--- src/axil_iob_pkg.sv ---
package axil_iob_pkg;

   // Bus widths shared by AXI-Lite and IOb sides
   localparam int ADDR_W = 16;
   localparam int DATA_W = 32;
   localparam int STRB_W = DATA_W / 8;

   // IOb request, an all-zero wstrb marks a read
   typedef struct packed {
      logic [ADDR_W-1:0] addr;
      logic [DATA_W-1:0] wdata;
      logic [STRB_W-1:0] wstrb;
   } iob_req_t;

   // IOb slave answer
   typedef struct packed {
      logic [DATA_W-1:0] rdata;
      logic              rvalid;
      logic              ready;
   } iob_rsp_t;

   // Bridge FSM states
   typedef enum logic [1:0] {
      ST_IDLE   = 2'd0,
      ST_ACCESS = 2'd1,
      ST_WRESP  = 2'd2,
      ST_RRESP  = 2'd3
   } bridge_state_e;

   // AXI response codes in use
   typedef enum logic [1:0] {
      RESP_OKAY   = 2'd0,
      RESP_SLVERR = 2'd2
   } axil_resp_e;

endpackage

--- src/iob_wait_timer.sv ---
module iob_wait_timer #(
   parameter int LIMIT = 4
) (
   input  logic clk,
   input  logic arst_n,
   input  logic run,
   output logic expired
);

   localparam int CNT_W = (LIMIT > 0) ? $clog2(LIMIT + 1) : 1;
   localparam logic [CNT_W-1:0] CNT_MAX = CNT_W'(LIMIT);

   logic [CNT_W-1:0] count;

   // Counts cycles of run, holds at the limit, drops back when run goes low
   always_ff @(posedge clk or negedge arst_n) begin
      if (!arst_n) begin
         count <= '0;
      end else if (!run) begin
         count <= '0;
      end else if (count != CNT_MAX) begin
         count <= count + 1'b1;
      end
   end

   // High once LIMIT full cycles of run have passed
   assign expired = run && (count == CNT_MAX);

endmodule

--- src/axil_req_regs.sv ---
module axil_req_regs
   import axil_iob_pkg::*;
(
   input  logic              clk,
   input  logic              arst_n,
   input  logic              cap_wr,
   input  logic              cap_rd,
   input  logic [ADDR_W-1:0] awaddr,
   input  logic [ADDR_W-1:0] araddr,
   input  logic [DATA_W-1:0] wdata,
   input  logic [STRB_W-1:0] wstrb,
   output iob_req_t          req,
   input  logic              rsp_load,
   input  logic              rsp_err,
   input  iob_rsp_t          iob_rsp,
   output logic [DATA_W-1:0] rdata,
   output axil_resp_e        resp
);

   // Request held for the whole IOb access
   always_ff @(posedge clk or negedge arst_n) begin
      if (!arst_n) begin
         req <= '0;
      end else if (cap_wr) begin
         req.addr  <= awaddr;
         req.wdata <= wdata;
         req.wstrb <= wstrb;
      end else if (cap_rd) begin
         // Zero strobes tell the slave this is a read
         req.addr  <= araddr;
         req.wdata <= '0;
         req.wstrb <= '0;
      end
   end

   // Response side, held until the master takes B or R
   always_ff @(posedge clk or negedge arst_n) begin
      if (!arst_n) begin
         rdata <= '0;
         resp  <= RESP_OKAY;
      end else if (rsp_load) begin
         if (rsp_err) begin
            rdata <= '0;
            resp  <= RESP_SLVERR;
         end else begin
            rdata <= iob_rsp.rvalid ? iob_rsp.rdata : '0;
            resp  <= RESP_OKAY;
         end
      end
   end

endmodule

--- src/axil_bridge_fsm.sv ---
module axil_bridge_fsm
   import axil_iob_pkg::*;
(
   input  logic     clk,
   input  logic     arst_n,
   // AXI-Lite handshakes
   input  logic     awvalid,
   input  logic     wvalid,
   input  logic     arvalid,
   input  logic     bready,
   input  logic     rready,
   output logic     awready,
   output logic     wready,
   output logic     arready,
   output logic     bvalid,
   output logic     rvalid,
   // Request and response register control
   output logic     cap_wr,
   output logic     cap_rd,
   output logic     rsp_load,
   output logic     rsp_err,
   // IOb side
   output logic     iob_valid,
   input  iob_rsp_t iob_rsp,
   // Timeout timer
   output logic     tmo_run,
   input  logic     tmo_expired
);

   bridge_state_e state;
   bridge_state_e state_nxt;
   logic          wr_q;
   logic          iob_valid_q;
   logic          wr_accept;
   logic          rd_accept;
   logic          done;

   // A complete write wins over a read offered on the same cycle
   assign wr_accept = (state == ST_IDLE) && awvalid && wvalid;
   assign rd_accept = (state == ST_IDLE) && arvalid && !(awvalid && wvalid);

   // Access ends on the slave answer or when the timeout fires
   assign done = (state == ST_ACCESS) && (iob_rsp.ready || tmo_expired);

   assign awready = wr_accept;
   assign wready  = wr_accept;
   assign arready = rd_accept;
   assign cap_wr  = wr_accept;
   assign cap_rd  = rd_accept;

   assign rsp_load = done;
   assign rsp_err  = done && !iob_rsp.ready;

   assign bvalid = (state == ST_WRESP);
   assign rvalid = (state == ST_RRESP);

   assign iob_valid = iob_valid_q;
   assign tmo_run   = iob_valid_q;

   always_comb begin
      state_nxt = state;
      case (state)
         ST_IDLE: begin
            if (wr_accept || rd_accept) begin
               state_nxt = ST_ACCESS;
            end
         end
         ST_ACCESS: begin
            if (done) begin
               state_nxt = wr_q ? ST_WRESP : ST_RRESP;
            end
         end
         ST_WRESP: begin
            if (bready) begin
               state_nxt = ST_IDLE;
            end
         end
         ST_RRESP: begin
            if (rready) begin
               state_nxt = ST_IDLE;
            end
         end
         default: begin
            state_nxt = ST_IDLE;
         end
      endcase
   end

   always_ff @(posedge clk or negedge arst_n) begin
      if (!arst_n) begin
         state       <= ST_IDLE;
         wr_q        <= 1'b0;
         iob_valid_q <= 1'b0;
      end else begin
         state <= state_nxt;
         if (wr_accept) begin
            wr_q <= 1'b1;
         end else if (rd_accept) begin
            wr_q <= 1'b0;
         end
         // Valid follows the accept by one cycle and drops with the answer
         iob_valid_q <= (state == ST_ACCESS) && !done;
      end
   end

endmodule

--- src/iob_regfile_slave.sv ---
module iob_regfile_slave
   import axil_iob_pkg::*;
#(
   parameter int N_REGS   = 8,
   parameter int WAIT_CYC = 2
) (
   input  logic     clk,
   input  logic     arst_n,
   input  logic     valid,
   input  iob_req_t req,
   output iob_rsp_t rsp
);

   localparam int IDX_W = (N_REGS > 1) ? $clog2(N_REGS) : 1;

   logic [DATA_W-1:0] mem [N_REGS];
   logic [ADDR_W-3:0] word_idx;
   logic [IDX_W-1:0]  idx;
   logic              mapped;
   logic              is_read;
   logic              wait_done;
   logic              answer;

   // Word addressing, byte offset ignored
   assign word_idx = req.addr[ADDR_W-1:2];
   assign idx      = word_idx[IDX_W-1:0];
   assign mapped   = (word_idx < N_REGS);
   assign is_read  = (req.wstrb == '0);

   // Fixed latency, only runs for words that exist
   iob_wait_timer #(
      .LIMIT(WAIT_CYC)
   ) wait0 (
      .clk    (clk),
      .arst_n (arst_n),
      .run    (valid && mapped),
      .expired(wait_done)
   );

   // Unmapped words never get here, the bridge timeout ends them
   assign answer = valid && mapped && wait_done;

   always_ff @(posedge clk or negedge arst_n) begin
      if (!arst_n) begin
         for (int i = 0; i < N_REGS; i++) begin
            mem[i] <= '0;
         end
      end else if (answer && !is_read) begin
         for (int b = 0; b < STRB_W; b++) begin
            if (req.wstrb[b]) begin
               mem[idx][8*b +: 8] <= req.wdata[8*b +: 8];
            end
         end
      end
   end

   assign rsp.ready  = answer;
   assign rsp.rvalid = answer && is_read;
   assign rsp.rdata  = (answer && is_read) ? mem[idx] : '0;

endmodule

--- src/axil_iob_sys.sv ---
module axil_iob_sys
   import axil_iob_pkg::*;
#(
   parameter int N_REGS      = 8,
   parameter int WAIT_CYC    = 2,
   parameter int TIMEOUT_CYC = 8
) (
   input  logic              clk,
   input  logic              arst_n,
   // Write address
   input  logic [ADDR_W-1:0] awaddr,
   input  logic              awvalid,
   output logic              awready,
   // Write data
   input  logic [DATA_W-1:0] wdata,
   input  logic [STRB_W-1:0] wstrb,
   input  logic              wvalid,
   output logic              wready,
   // Write response
   output logic [1:0]        bresp,
   output logic              bvalid,
   input  logic              bready,
   // Read address
   input  logic [ADDR_W-1:0] araddr,
   input  logic              arvalid,
   output logic              arready,
   // Read data
   output logic [DATA_W-1:0] rdata,
   output logic [1:0]        rresp,
   output logic              rvalid,
   input  logic              rready
);

   iob_req_t   req;
   iob_rsp_t   iob_rsp;
   axil_resp_e resp;
   logic       cap_wr;
   logic       cap_rd;
   logic       rsp_load;
   logic       rsp_err;
   logic       iob_valid;
   logic       tmo_run;
   logic       tmo_expired;

   // One response register feeds both channels
   assign bresp = resp;
   assign rresp = resp;

   axil_bridge_fsm fsm0 (
      .clk(clk), .arst_n(arst_n),
      .awvalid(awvalid), .wvalid(wvalid), .arvalid(arvalid),
      .bready(bready), .rready(rready),
      .awready(awready), .wready(wready), .arready(arready),
      .bvalid(bvalid), .rvalid(rvalid),
      .cap_wr(cap_wr), .cap_rd(cap_rd), .rsp_load(rsp_load), .rsp_err(rsp_err),
      .iob_valid(iob_valid), .iob_rsp(iob_rsp),
      .tmo_run(tmo_run), .tmo_expired(tmo_expired)
   );

   axil_req_regs regs0 (
      .clk(clk), .arst_n(arst_n),
      .cap_wr(cap_wr), .cap_rd(cap_rd),
      .awaddr(awaddr), .araddr(araddr), .wdata(wdata), .wstrb(wstrb),
      .req(req),
      .rsp_load(rsp_load), .rsp_err(rsp_err), .iob_rsp(iob_rsp),
      .rdata(rdata), .resp(resp)
   );

   // Transaction timeout
   iob_wait_timer #(
      .LIMIT(TIMEOUT_CYC)
   ) tmo0 (
      .clk(clk), .arst_n(arst_n), .run(tmo_run), .expired(tmo_expired)
   );

   iob_regfile_slave #(
      .N_REGS(N_REGS), .WAIT_CYC(WAIT_CYC)
   ) slave0 (
      .clk(clk), .arst_n(arst_n), .valid(iob_valid), .req(req), .rsp(iob_rsp)
   );

endmodule

--- config.mk ---
export PLATFORM = sky130hd
export DESIGN_NAME = axil_iob_sys
export DESIGN_NICKNAME = d
export VERILOG_FILES = /design/src/axil_iob_pkg.sv /design/src/iob_wait_timer.sv /design/src/axil_req_regs.sv /design/src/axil_bridge_fsm.sv /design/src/iob_regfile_slave.sv /design/src/axil_iob_sys.sv
export SDC_FILE = /design/constraint.sdc
export NUM_CORES = 1
export LEC_CHECK = 0
export BUFFER_PORTS_ARGS = -buffer_cell sky130_fd_sc_hd__buf_2
export CELL_PAD_IN_SITES_DETAIL_PLACEMENT = 0
export CELL_PAD_IN_SITES_GLOBAL_PLACEMENT = 1
export CORE_MARGIN = 3
export CORE_UTILIZATION = 44
export DETAILED_ROUTE_END_ITERATION = 8
export GPL_TIMING_DRIVEN = 0
export PLACE_DENSITY_LB_ADDON = 0.1
export SLEW_MARGIN = 0
export SYNTH_ARGS = -nofsm -noshare
export SYNTH_HDL_FRONTEND = slang
export SYNTH_SLANG_ARGS = --single-unit
--- constraint.sdc ---
create_clock -name clk -period 2.6 [get_ports clk]
set_input_delay 0.39 -clock clk [delete_from_list [all_inputs] [get_ports clk]]
set_output_delay 0.39 -clock clk [all_outputs]
set_load 0.005 [all_outputs]
==> impl_metrics.toml, run 1 <==
[logic_synthesis]
netlist_instances = 1036
ys_seq_elements = 349
synth.yosys.seq_area_share_pct = 57.2
synthTopCellsByArea = "dfrtp_1, mux2_2, mux4_2"
synth_edf_count = 0
synth_cell_types = 55
synthArstFlopShare_pct = 100
yosysTopAreaCellShare_pct = 57.2
yosys_warnings = 0
yosysTopAreaCell = "dfrtp_1"
ys.flop_type = "dfrtp_1"
avgSynthCellArea_um2 = 14.7
synth_area_mm2 = 0.0153

[sta]
hold_viol = 0
clock_skew_ns = 0.0147
fmax_mhz = 405
hold_ws_ns = 0.0694
max_slew.worst_pin.slew_ns = 0.997
finalMaxSlewViolations = 0
period_needed_ns = 2.47
rsz0062_at_grt = "no"
max_slew_margin_pct = 33.6
layout_setup_ws_ns = 0.128
fin_crit_sh_pct = 95.1
fin_tns_setup_ns = 0
setup_violations = 0

[pwr]
p_per_area_mw_per_mm2 = 848
ir_drop_mv = 0.512
leakagePower_nw = 8.93

[clocking]
cts_inserted_buffers = 39
clk_pin_slew_ns = 0.06
cts_max_path_buffers = 3
clock_sinks = 349
htreeDepth = 2
cts_root_buffer = "clkbuf_16"
cts_tree = "yes"
clkLatencyLatePin_ns = 0.53

[floorplanning]
ioPinCount = 116
core-area_mm2 = 0.0339
start_util_pct = 45.1
die_area_mm2 = 0.0370
fp-row-count = 67
die_y_um = 192
die_w_um = 192

[cells_and_area]
final_cell_mix = "dfrtp_1, mux2_2, buf_2"
drive_gt1_share_pct = 47.3
antenna_cells = 0
nFillCells = 2890
multiInputGateArea_mm2 = 0.00645
final_common_cell = "dfrtp_1"
synthToLayoutAreaGrowth_pct = 20.7
layout.nets = 1299
regArea_mm2 = 0.00873

[run]
maxCapViolations = 0

[worst_setup_path]
rr_endpoint = "regs0.rdata[30]$_DFFE_PN0N_"
rr_worst_depth = 6
crit_cells = 6
critical-path-max-stage-delay_ns = 0.74
crit_type = "register to register"
crit_family = "buffers and inverters"
cp-start-kind = "register"
cp-end-kind = "register"
r2r-start = "regs0.req[39]$_DFFE_PN0P_"
path_cells = "buf_2 -> clkinv_1 -> clkbuf_1 -> o221ai_1 -> a222oi_1 -> a22o_1"
rrSetupSlack_ns = 0.13
required_ns = 3.07
crit_path_max_fanout = 10
cp.arrival_ns = 2.94
crit_slowest_cell = "clkbuf_1"
worst-path-buf-inv = 3

[min_path]
min_path_type = "input pin to register"
hold_depth = 3
hold_start = "awaddr[8]"
whs_endpoint = "regs0.req[44]$_DFFE_PN0P_"

[drt]
first_pass_iters = 4
drc_errors = 0
drt-total-wl_um = 42900
drt-initial-drc-count = 436
ant_nets = 0
routed_via_density = 5.72
post_drt_wl_per_cell_um = 25.2
vias = 9720

[global_routing]
antenna_found_initial = 0
grt-ovfl-total = 0
track_usage_pct = 23.6
grt_max_degree = 117
grt_pass1_vias = 10109
grt_pass1_wl_um = 65000

[placed_design]
gp_congestion = 0.793
port_buffers = 109
dp_slack_ns = -0.290
hpwl_um = 27700

[outcome]
status = "finished, final reports clean"
## cells in the mapped netlist (all sizes together) (2+ instances only)
cell	number
mux4	31
nand2b	7
a22o	51
buf	25
mux2	268
a211oi	2
a2bb2oi	6
a221oi	2
nand4	10
xnor2	2
o2bb2ai	14
o221ai	33
clkbuf	26
o21ai	18
a22oi	8
nor2	42
a21o	2
mux2i	45
nand2	24
nand3	9
inv	10
ha	3
nor2b	4
nor4	3
a21oi	7
dfrtp	349
nor3	4
and2	2
o31ai	2
o22ai	10
or2	3
a222oi	3
## routing by layer
layer  global-route usage (%)  vias up  wire, µm
met5                        0        -         0
li1                         -     4313         -
met1                     33.8     5145     19800
met4                     5.16        0       954
met3                     3.61       68      1730
met2                     38.2      194     20400
## sequential cells by signal, indices dropped and copies added, names as in the netlist
register	count
slave0.mem	256
slave0.wait0.count	2
regs0.rdata	32
tmo0.count	4
fsm0.wr_q	1
regs0.resp	1
fsm0.iob_valid	1
regs0.req	50
fsm0.state	2
## per-stage QoR
stage | util [%] | power, W | instances | instance area, µm²
after CTS | 53.6 | 0.0158 | 1684 | 18100
after global placement | 48.4 | 0.00986 | 1594 | 16400
after detailed placement | 48.7 | 0.00991 | 1597 | 16500
after global routing | 54.5 | 0.0163 | 1698 | 18400
final | 54.5 | 0.0157 | 1698 | 18400
after floorplan | - | 0.00829 | 1037 | 15300
## tightest hold or removal path, stage by stage
cell and delay, ns:
buf_2 0.07, nand2_1 0.03, o21ai_0 0.05
## timing repair
item | in CTS | in global routing
hold buffers | 1 | 0
endpoints found under the hold margin | 49 | 0
setup buffers | 17 | 16
setup endpoints to repair | 288 | 233
pin swaps | 8 | 14
gates resized for setup | 34 | 24
## worst max-delay path by stage
stage                                            startpoint                           to  slack [ns]
after global placement                               arst_n  regs0.rdata[28]$_DFFE_PN0N_       -5.83
final                             regs0.req[39]$_DFFE_PN0P_  regs0.rdata[30]$_DFFE_PN0N_        0.13
after detailed placement  slave0.wait0.count[0]$_DFFE_PN0P_  regs0.rdata[22]$_DFFE_PN0N_       -0.29
after CTS                         regs0.req[47]$_DFFE_PN0P_   slave0.mem[19]$_DFFE_PN0P_       -0.17
after floorplan           slave0.wait0.count[0]$_DFFE_PN0P_  slave0.mem[144]$_DFFE_PN0P_        0.57
after global routing              regs0.req[50]$_DFFE_PN0P_  slave0.mem[201]$_DFFE_PN0P_        0.02
## final cells by class
class	count	area share, %
Timing Repair Buffer	146	5.74
Tap cell	448	3.04
Sequential cell	349	47.3
Inverter	11	0.224
Buffer	48	1.40
Clock inverter	16	1.23
Multi-Input combinational cell	626	34.9
Clock buffer	54	6.09
## kinds of logic (layout without fill, tap and decap cells)
logic type | count (synthesis) | in the layout | share of synthesized area [%]
AO/OA/AOI/OAI | 158 | 158 | 8.60
XOR/XNOR | 3 | 3 | 0.172
adder cells (fa/ha/maj) | 3 | 3 | 0.246
buffers and inverters | 62 | 275 | 1.79
flip-flops | 349 | 349 | 57.2
multiplexers | 344 | 344 | 27.3
other | 1 | 2 | 0.0245
AND/OR/NAND/NOR | 116 | 116 | 4.74
## power by group
| part | internal [W] | switching, W |
|---|---|---|
| logic | 0.00129 | 0.00232 |
| registers | 0.00574 | 0.000529 |
| clock network | 0.00353 | 0.00224 |
Note: power is estimated with default switching activity, not from simulation.
==> run 2, diff against run 1 <==
--- a/config.mk
+++ b/config.mk
@@ -5,6 +5,7 @@
 export SDC_FILE = /design/constraint.sdc
 export NUM_CORES = 1
 export LEC_CHECK = 0
+export ABC_AREA = 1
 export BUFFER_PORTS_ARGS = -buffer_cell sky130_fd_sc_hd__buf_2
 export CELL_PAD_IN_SITES_DETAIL_PLACEMENT = 0
 export CELL_PAD_IN_SITES_GLOBAL_PLACEMENT = 1
==> constraint.sdc (replaced) <==
create_clock -name clk -period 2.9 [get_ports clk]
set_input_delay 0.435 -clock clk [delete_from_list [all_inputs] [get_ports clk]]
set_output_delay 0.435 -clock clk [all_outputs]
set_load 0.005 [all_outputs]
==> run 2 against run 1 <==
Critical path depth did not move. Cell count rose by 70%. Die area rose by 15%. Clock power fell by 12%. First-iteration DRC count rose to 3.7 times the previous value. Total power rose by 14%. Design area rose by 9.6%. Flip-flop and latch count did not move. Utilization fell by 2.8 points.
==> impl_metrics.toml, run 2 <==
[min_path]
min_path_type = "input pin to register"

[cells_and_area]
layout.nets = 2411
final_common_cell = "nand2_1"
largestRegisters = "slave0.mem (256), regs0.req (50), regs0.rdata (32)"
drive_gt1_share_pct = 13.4
largest_reg_flops = 256
top_register = "slave0.mem"
final_cell_mix = "nand2_1, dfrtp_1, nor2_1"
synthToLayoutAreaGrowth_pct = 14.8
instances_no_fill = 2879

[logic_synthesis]
synth.yosys.seq_area_share_pct = 49.6
ys_seq_elements = 349
yosysTopAreaCell = "dfrtp_1"
yosysMostFrequentCell = "nand2_1"
synthTopCellsByCount = "nand2_1, dfrtp_1, nor2_1, nand3_1, o21ai_0"
synth_edf_count = 0
synth_area_mm2 = 0.0176
synthArstFlopShare_pct = 100
avgSynthCellArea_um2 = 8.09
yosys_warnings = 0
synthTopCellsByArea = "dfrtp_1, nand2_1, nand3_1"
synth_cell_types = 36
ys.flop_type = "dfrtp_1"
yosysTopAreaCellShare_pct = 49.6
netlist_instances = 2176

[floorplanning]
start_util_pct = 45.0
ioPinCount = 116
die_y_um = 206
fp-row-count = 72
die_w_um = 206
core-area_mm2 = 0.0391
die_area_mm2 = 0.0425

[drt]
drt-initial-drc-count = 1621
vias = 15727
ant_nets = 0
first_pass_iters = 6
post_drt_wl_per_cell_um = 21.8
drc_errors = 0
routed_via_density = 5.46
drt-total-wl_um = 62800

[sta]
layout_setup_ws_ns = 0.0867
hold_viol = 0
max_slew_margin_pct = 16.2
setup_violations = 0
fin_crit_sh_pct = 97.0
rsz0062_at_grt = "no"
max_slew.worst_pin.slew_ns = 1.26
fmax_mhz = 355
finalMaxSlewViolations = 0
period_needed_ns = 2.81
fin_tns_setup_ns = 0
clock_skew_ns = 0.0185

[global_routing]
grt_max_degree = 118
grt_pass1_wl_um = 94700
antenna_found_initial = 1
grt-ovfl-total = 0
track_usage_pct = 30.0
grt_pass1_vias = 15345

[placed_design]
dp_slack_ns = -0.255
gp_congestion = 0.875
hpwl_um = 43500
port_buffers = 109
dp_cells = 2807

[clocking]
clk_pin_slew_ns = 0.06
clock_sinks = 349
cts_tree = "yes"
cts_max_path_buffers = 3
htreeDepth = 2
clkLatencyLatePin_ns = 0.57
cts_root_buffer = "clkbuf_16"
cts_inserted_buffers = 41

[pwr]
leakagePower_nw = 11.0
ir_drop_mv = 0.506
p_per_area_mw_per_mm2 = 880

[worst_setup_path]
crit_path_max_fanout = 10
cp-end-kind = "register"
required_ns = 3.27
cp-start-kind = "register"
cp.arrival_ns = 3.18
crit_type = "register to register"

[run]
maxCapViolations = 0

[outcome]
status = "finished, final reports clean"
## run 2: cell count changes after synthesis, moves of 26 or more
cell,previous run,this run
buf_6,1,41
inv_1,8,53
mux2_2,257,0
mux2i_1,45,0
mux4_2,31,0
nand2_1,24,735
nand3_1,5,264
nand4_1,8,74
nor2_1,10,319
nor2_2,28,2
o21ai_0,18,88
o221ai_1,33,0
## run 2: final cells by class
cell class	instances	area [µm²]
fillers	3866	18900
clock buffers	64	1230
clock inverters	6	61.3
well taps	518	648
repair buffers	113	648
flip-flops and latches	349	8730
inverters	63	244
plain buffers	161	1240
diodes	1	2.50
multi-input cells	1604	7400
## run 2: per-layer routing
metal	wire, µm	part of all wire, %	track usage [%]	vias up
met5	0	0	0	-
met4	2200	3.5	10.9	0
met3	4370	7.0	4.88	128
met2	28500	45	46.8	530
met1	27800	44	42.3	7689
li1	-	-	-	7380
## run 2: repair_timing
item | 4_1_cts | 5_1_grt
hold endpoints to repair | 46 | 0
buffers inserted | 0 | 0
endpoints found under the setup margin | 42 | 0
gates resized for setup | 2 | 0
hold buffers | 1 | 0
## run 2: cell families (layout without fill, tap and decap cells)
kind of cell             Yosys count  count (layout)  share of synthesized area [%]
adder cells (fa/ha/maj)            3               3                          0.213
AO/OA/AOI/OAI                    158             158                           5.50
buffers and inverters            224             407                           8.45
other                              1               3                         0.0213
XOR/XNOR                           2               2                         0.0995
flip-flops                       349             349                           49.6
AND/OR/NAND/NOR                 1439            1439                           36.1
## run 2: path summary, 6_finish.rpt
kind | from | to | slack, ns | depth (start not counted)
max in group asynchronous | arst_n | slave0.mem[190]$_DFFE_PN0P_ | 1.17 | 4
max | fsm0.state[0]$_DFFE_PN0P_ | regs0.req[39]$_DFFE_PN0P_ | 0.09 | 6
min in group asynchronous | arst_n | slave0.mem[83]$_DFFE_PN0P_ | 0.36 | 2
min | wdata[6] | regs0.req[10]$_DFFE_PN0P_ | 0.08 | 2
min reg2reg | slave0.mem[218]$_DFFE_PN0P_ | slave0.mem[218]$_DFFE_PN0P_ | 0.46 | 2
max reg2reg | fsm0.state[0]$_DFFE_PN0P_ | regs0.req[39]$_DFFE_PN0P_ | 0.09 | 6
## run 2: where the power goes
| group | leakage [nW] | switching, W | internal [W] |
|---|---|---|---|
| clock | 0.633 | 0.00208 | 0.00300 |
| combinational | 5.54 | 0.00533 | 0.00199 |
| sequential | 4.81 | 0.000192 | 0.00519 |
## run 2: worst max-delay path, stage by stage (launching register included)
cell and delay (ns):
dfrtp_1 0.41, inv_1 0.07, nand2_1 0.12, nor2_4 0.12, a21oi_2 0.92, clkbuf_1 0.68, a22oi_1 0.28
## run 2: stage by stage
step / instance area, µm² / utilization (%) / hold WS (ns) / power, W
final: 20200 / 51.7 / 0.0843 / 0.0178
after detailed placement: 18900 / 48.3 / 0.358 / 0.0127
after floorplan: 17600 / - / 0.139 / 0.00984
after global routing: 20200 / 51.7 / 0.0788 / 0.0186
after global placement: 18800 / 48.1 / 0.446 / 0.0126
after CTS: 20200 / 51.7 / 0.0613 / 0.0178
==> run 3, diff against run 2 <==
==> constraint.sdc (replaced) <==
create_clock -name clk -period 3.3 [get_ports clk]
set_input_delay 0.495 -clock clk [delete_from_list [all_inputs] [get_ports clk]]
set_output_delay 0.495 -clock clk [all_outputs]
set_load 0.005 [all_outputs]
==> run 3 against run 2 <==
Sequential power fell by 12%. First-iteration DRC count fell by 0.56%. Worst hold slack improved by 0.061 ns. Clock-buffer cell count did not move. Die area did not move. Flip-flop and latch count did not move. Via count rose by 0.18%. Design area barely moved. Cell count did not move. Total power fell by 12%. Wire length barely moved. Global-route usage did not move. Critical path type is now register to output port. Largest power group unchanged.
==> impl_metrics.toml, run 3 (synthesized netlist as in run 2, its figures left out) <==
[floorplanning]
die_w_um = 206
start_util_pct = 45.0
ioPinCount = 116
core-area_mm2 = 0.0391
fp-row-count = 72
die_y_um = 206
die_area_mm2 = 0.0425

[clocking]
clock_sinks = 349
clkLatencyLatePin_ns = 0.57
cts_max_path_buffers = 3
htreeDepth = 2
clk_pin_slew_ns = 0.06
cts_tree = "yes"
cts_inserted_buffers = 41
cts_root_buffer = "clkbuf_16"

[cells_and_area]
layout.nets = 2411
final_cell_area_mm2 = 0.0202
largest_reg_flops = 256
largestRegisters = "slave0.mem (256), regs0.req (50), regs0.rdata (32)"
instances_no_fill = 2879
synthToLayoutAreaGrowth_pct = 14.8
top_register = "slave0.mem"
final_common_cell = "nand2_1"
drive_gt1_share_pct = 13.4
final_cell_mix = "nand2_1, dfrtp_1, nor2_1"

[placed_design]
gp_congestion = 0.875
hpwl_um = 43500
postPlaceCellArea_mm2 = 0.0189
dp_slack_ns = 0.0850
port_buffers = 109
dp_cells = 2807

[sta]
max_slew_margin_pct = 15.4
finalMaxSlewViolations = 0
hold_viol = 0
max_slew.worst_pin.slew_ns = 1.27
fin_crit_sh_pct = 91.4
clock_skew_ns = 0.0170
period_needed_ns = 3.02
rsz0062_at_grt = "no"
fmax_mhz = 332
layout_setup_ws_ns = 0.284
hold_ws_ns = 0.146
fin_tns_setup_ns = 0
setup_violations = 0

[pwr]
p_sw_share_pct = 42.8
leakagePower_nw = 11.0
p_switching_w = 0.00668
pwr-share-clk_pct = 28.6
ir_drop_mv = 0.447
internal_power_w = 0.00894
pwr-share-comb_pct = 41.2
p_per_area_mw_per_mm2 = 773
p_seq_share_pct = 30.2

[worst_setup_path]
cp-start-kind = "register"
crit_type = "register to output port"
required_ns = 2.80
crit_end = "wready"
rr_worst_depth = 6
rr_endpoint = "regs0.req[39]$_DFFE_PN0P_"
crit_path_max_fanout = 11
r2r-start = "fsm0.state[0]$_DFFE_PN0P_"
cp.arrival_ns = 2.52
cp-end-kind = "output port"
setup.worst_path.start = "fsm0.state[0]$_DFFE_PN0P_"
rrSetupSlack_ns = 0.43

[run]
maxCapViolations = 0

[drt]
drc_errors = 0
first_pass_iters = 6
drt-total-wl_um = 62800
post_drt_wl_per_cell_um = 21.8
vias = 15755
drt-initial-drc-count = 1612
ant_nets = 0
routed_via_density = 5.47

[global_routing]
grt_pass1_wl_um = 94700
grt_pass1_vias = 15345
antenna_found_initial = 1
grt-ovfl-total = 0
track_usage_pct = 30.0
grt_max_degree = 118

[outcome]
status = "finished, final reports clean"

[min_path]
min_path_type = "input pin to register"
run 3: cell count changes in the layout (fill, tap and decap cells not counted):
| cell | previous run | this run |
|---|---|---|
| nor2_2 | 2 | 3 |
| nor2_4 | 3 | 2 |
run 3: worst min-delay path by stage:
| stage | endpoint | slack (ns) | from | depth (start not counted) |
|---|---|---|---|---|
| after detailed placement | slave0.mem[83]$_DFFE_PN0P_ | 0.42 | arst_n | 1 |
| after global placement | slave0.mem[224]$_DFFE_PN0P_ | 0.45 | slave0.mem[224]$_DFFE_PN0P_ | 2 |
| after floorplan | fsm0.iob_valid$_DFF_PN0_ | 0.20 | arst_n | 0 |
| final | regs0.req[10]$_DFFE_PN0P_ | 0.15 | wdata[6] | 2 |
| after global routing | regs0.req[9]$_DFFE_PN0P_ | 0.14 | wdata[5] | 2 |
| after CTS | regs0.req[10]$_DFFE_PN0P_ | 0.12 | wdata[6] | 2 |
run 3: layout make-up:
class	count	area, µm²
Sequential cell	349	8730
Timing Repair Buffer	113	648
Buffer	161	1240
Clock inverter	6	61.3
Inverter	63	244
Antenna cell	1	2.50
Multi-Input combinational cell	1604	7390
Clock buffer	64	1230
Fill cell	3867	18900
Tap cell	518	648
run 3: power by group through the flow:
| stage | clock [W] | sequential [W] | combinational (W) |
|---|---|---|---|
| after floorplan | 0 | 0.00476 | 0.00389 |
| after global placement | 0 | 0.00479 | 0.00629 |
| after detailed placement | 0 | 0.00480 | 0.00633 |
| after CTS | 0.00453 | 0.00472 | 0.00636 |
| after global routing | 0.00469 | 0.00475 | 0.00692 |
| final | 0.00447 | 0.00473 | 0.00644 |
run 3: repair_timing:
item                                    4_1_cts  5_1_grt
endpoints found under the setup margin        1        0
gates resized for setup                       1        0
hold endpoints to repair                     46        0
buffers inserted                              0        0
hold buffers                                  1        0
run 3: routing by layer:
| layer | up-vias | part of all wire, % | GRT usage, % |
|---|---|---|---|
| met1 | 7697 | 44 | 42.3 |
| met5 | - | 0 | 0 |
| li1 | 7377 | - | - |
| met3 | 129 | 7.4 | 4.88 |
| met4 | 0 | 3.5 | 10.9 |
| met2 | 552 | 45 | 46.8 |
run 3: critical path, cell delays in order, from the launching register on:
cell and delay (ns):
dfrtp_1 0.42, inv_1 0.09, nand2_1 0.08, nor2_2 0.66, clkbuf_1 0.42, buf_4 0.18
buf_2 0.10
run 3: through the flow:
step / total power [W] / utilization (%)
2_1_floorplan: 0.00865 / -
3_3_place_gp: 0.0111 / 48.1
3_5_place_dp: 0.0111 / 48.3
4_1_cts: 0.0156 / 51.7
5_1_grt: 0.0164 / 51.7
6_report: 0.0156 / 51.7
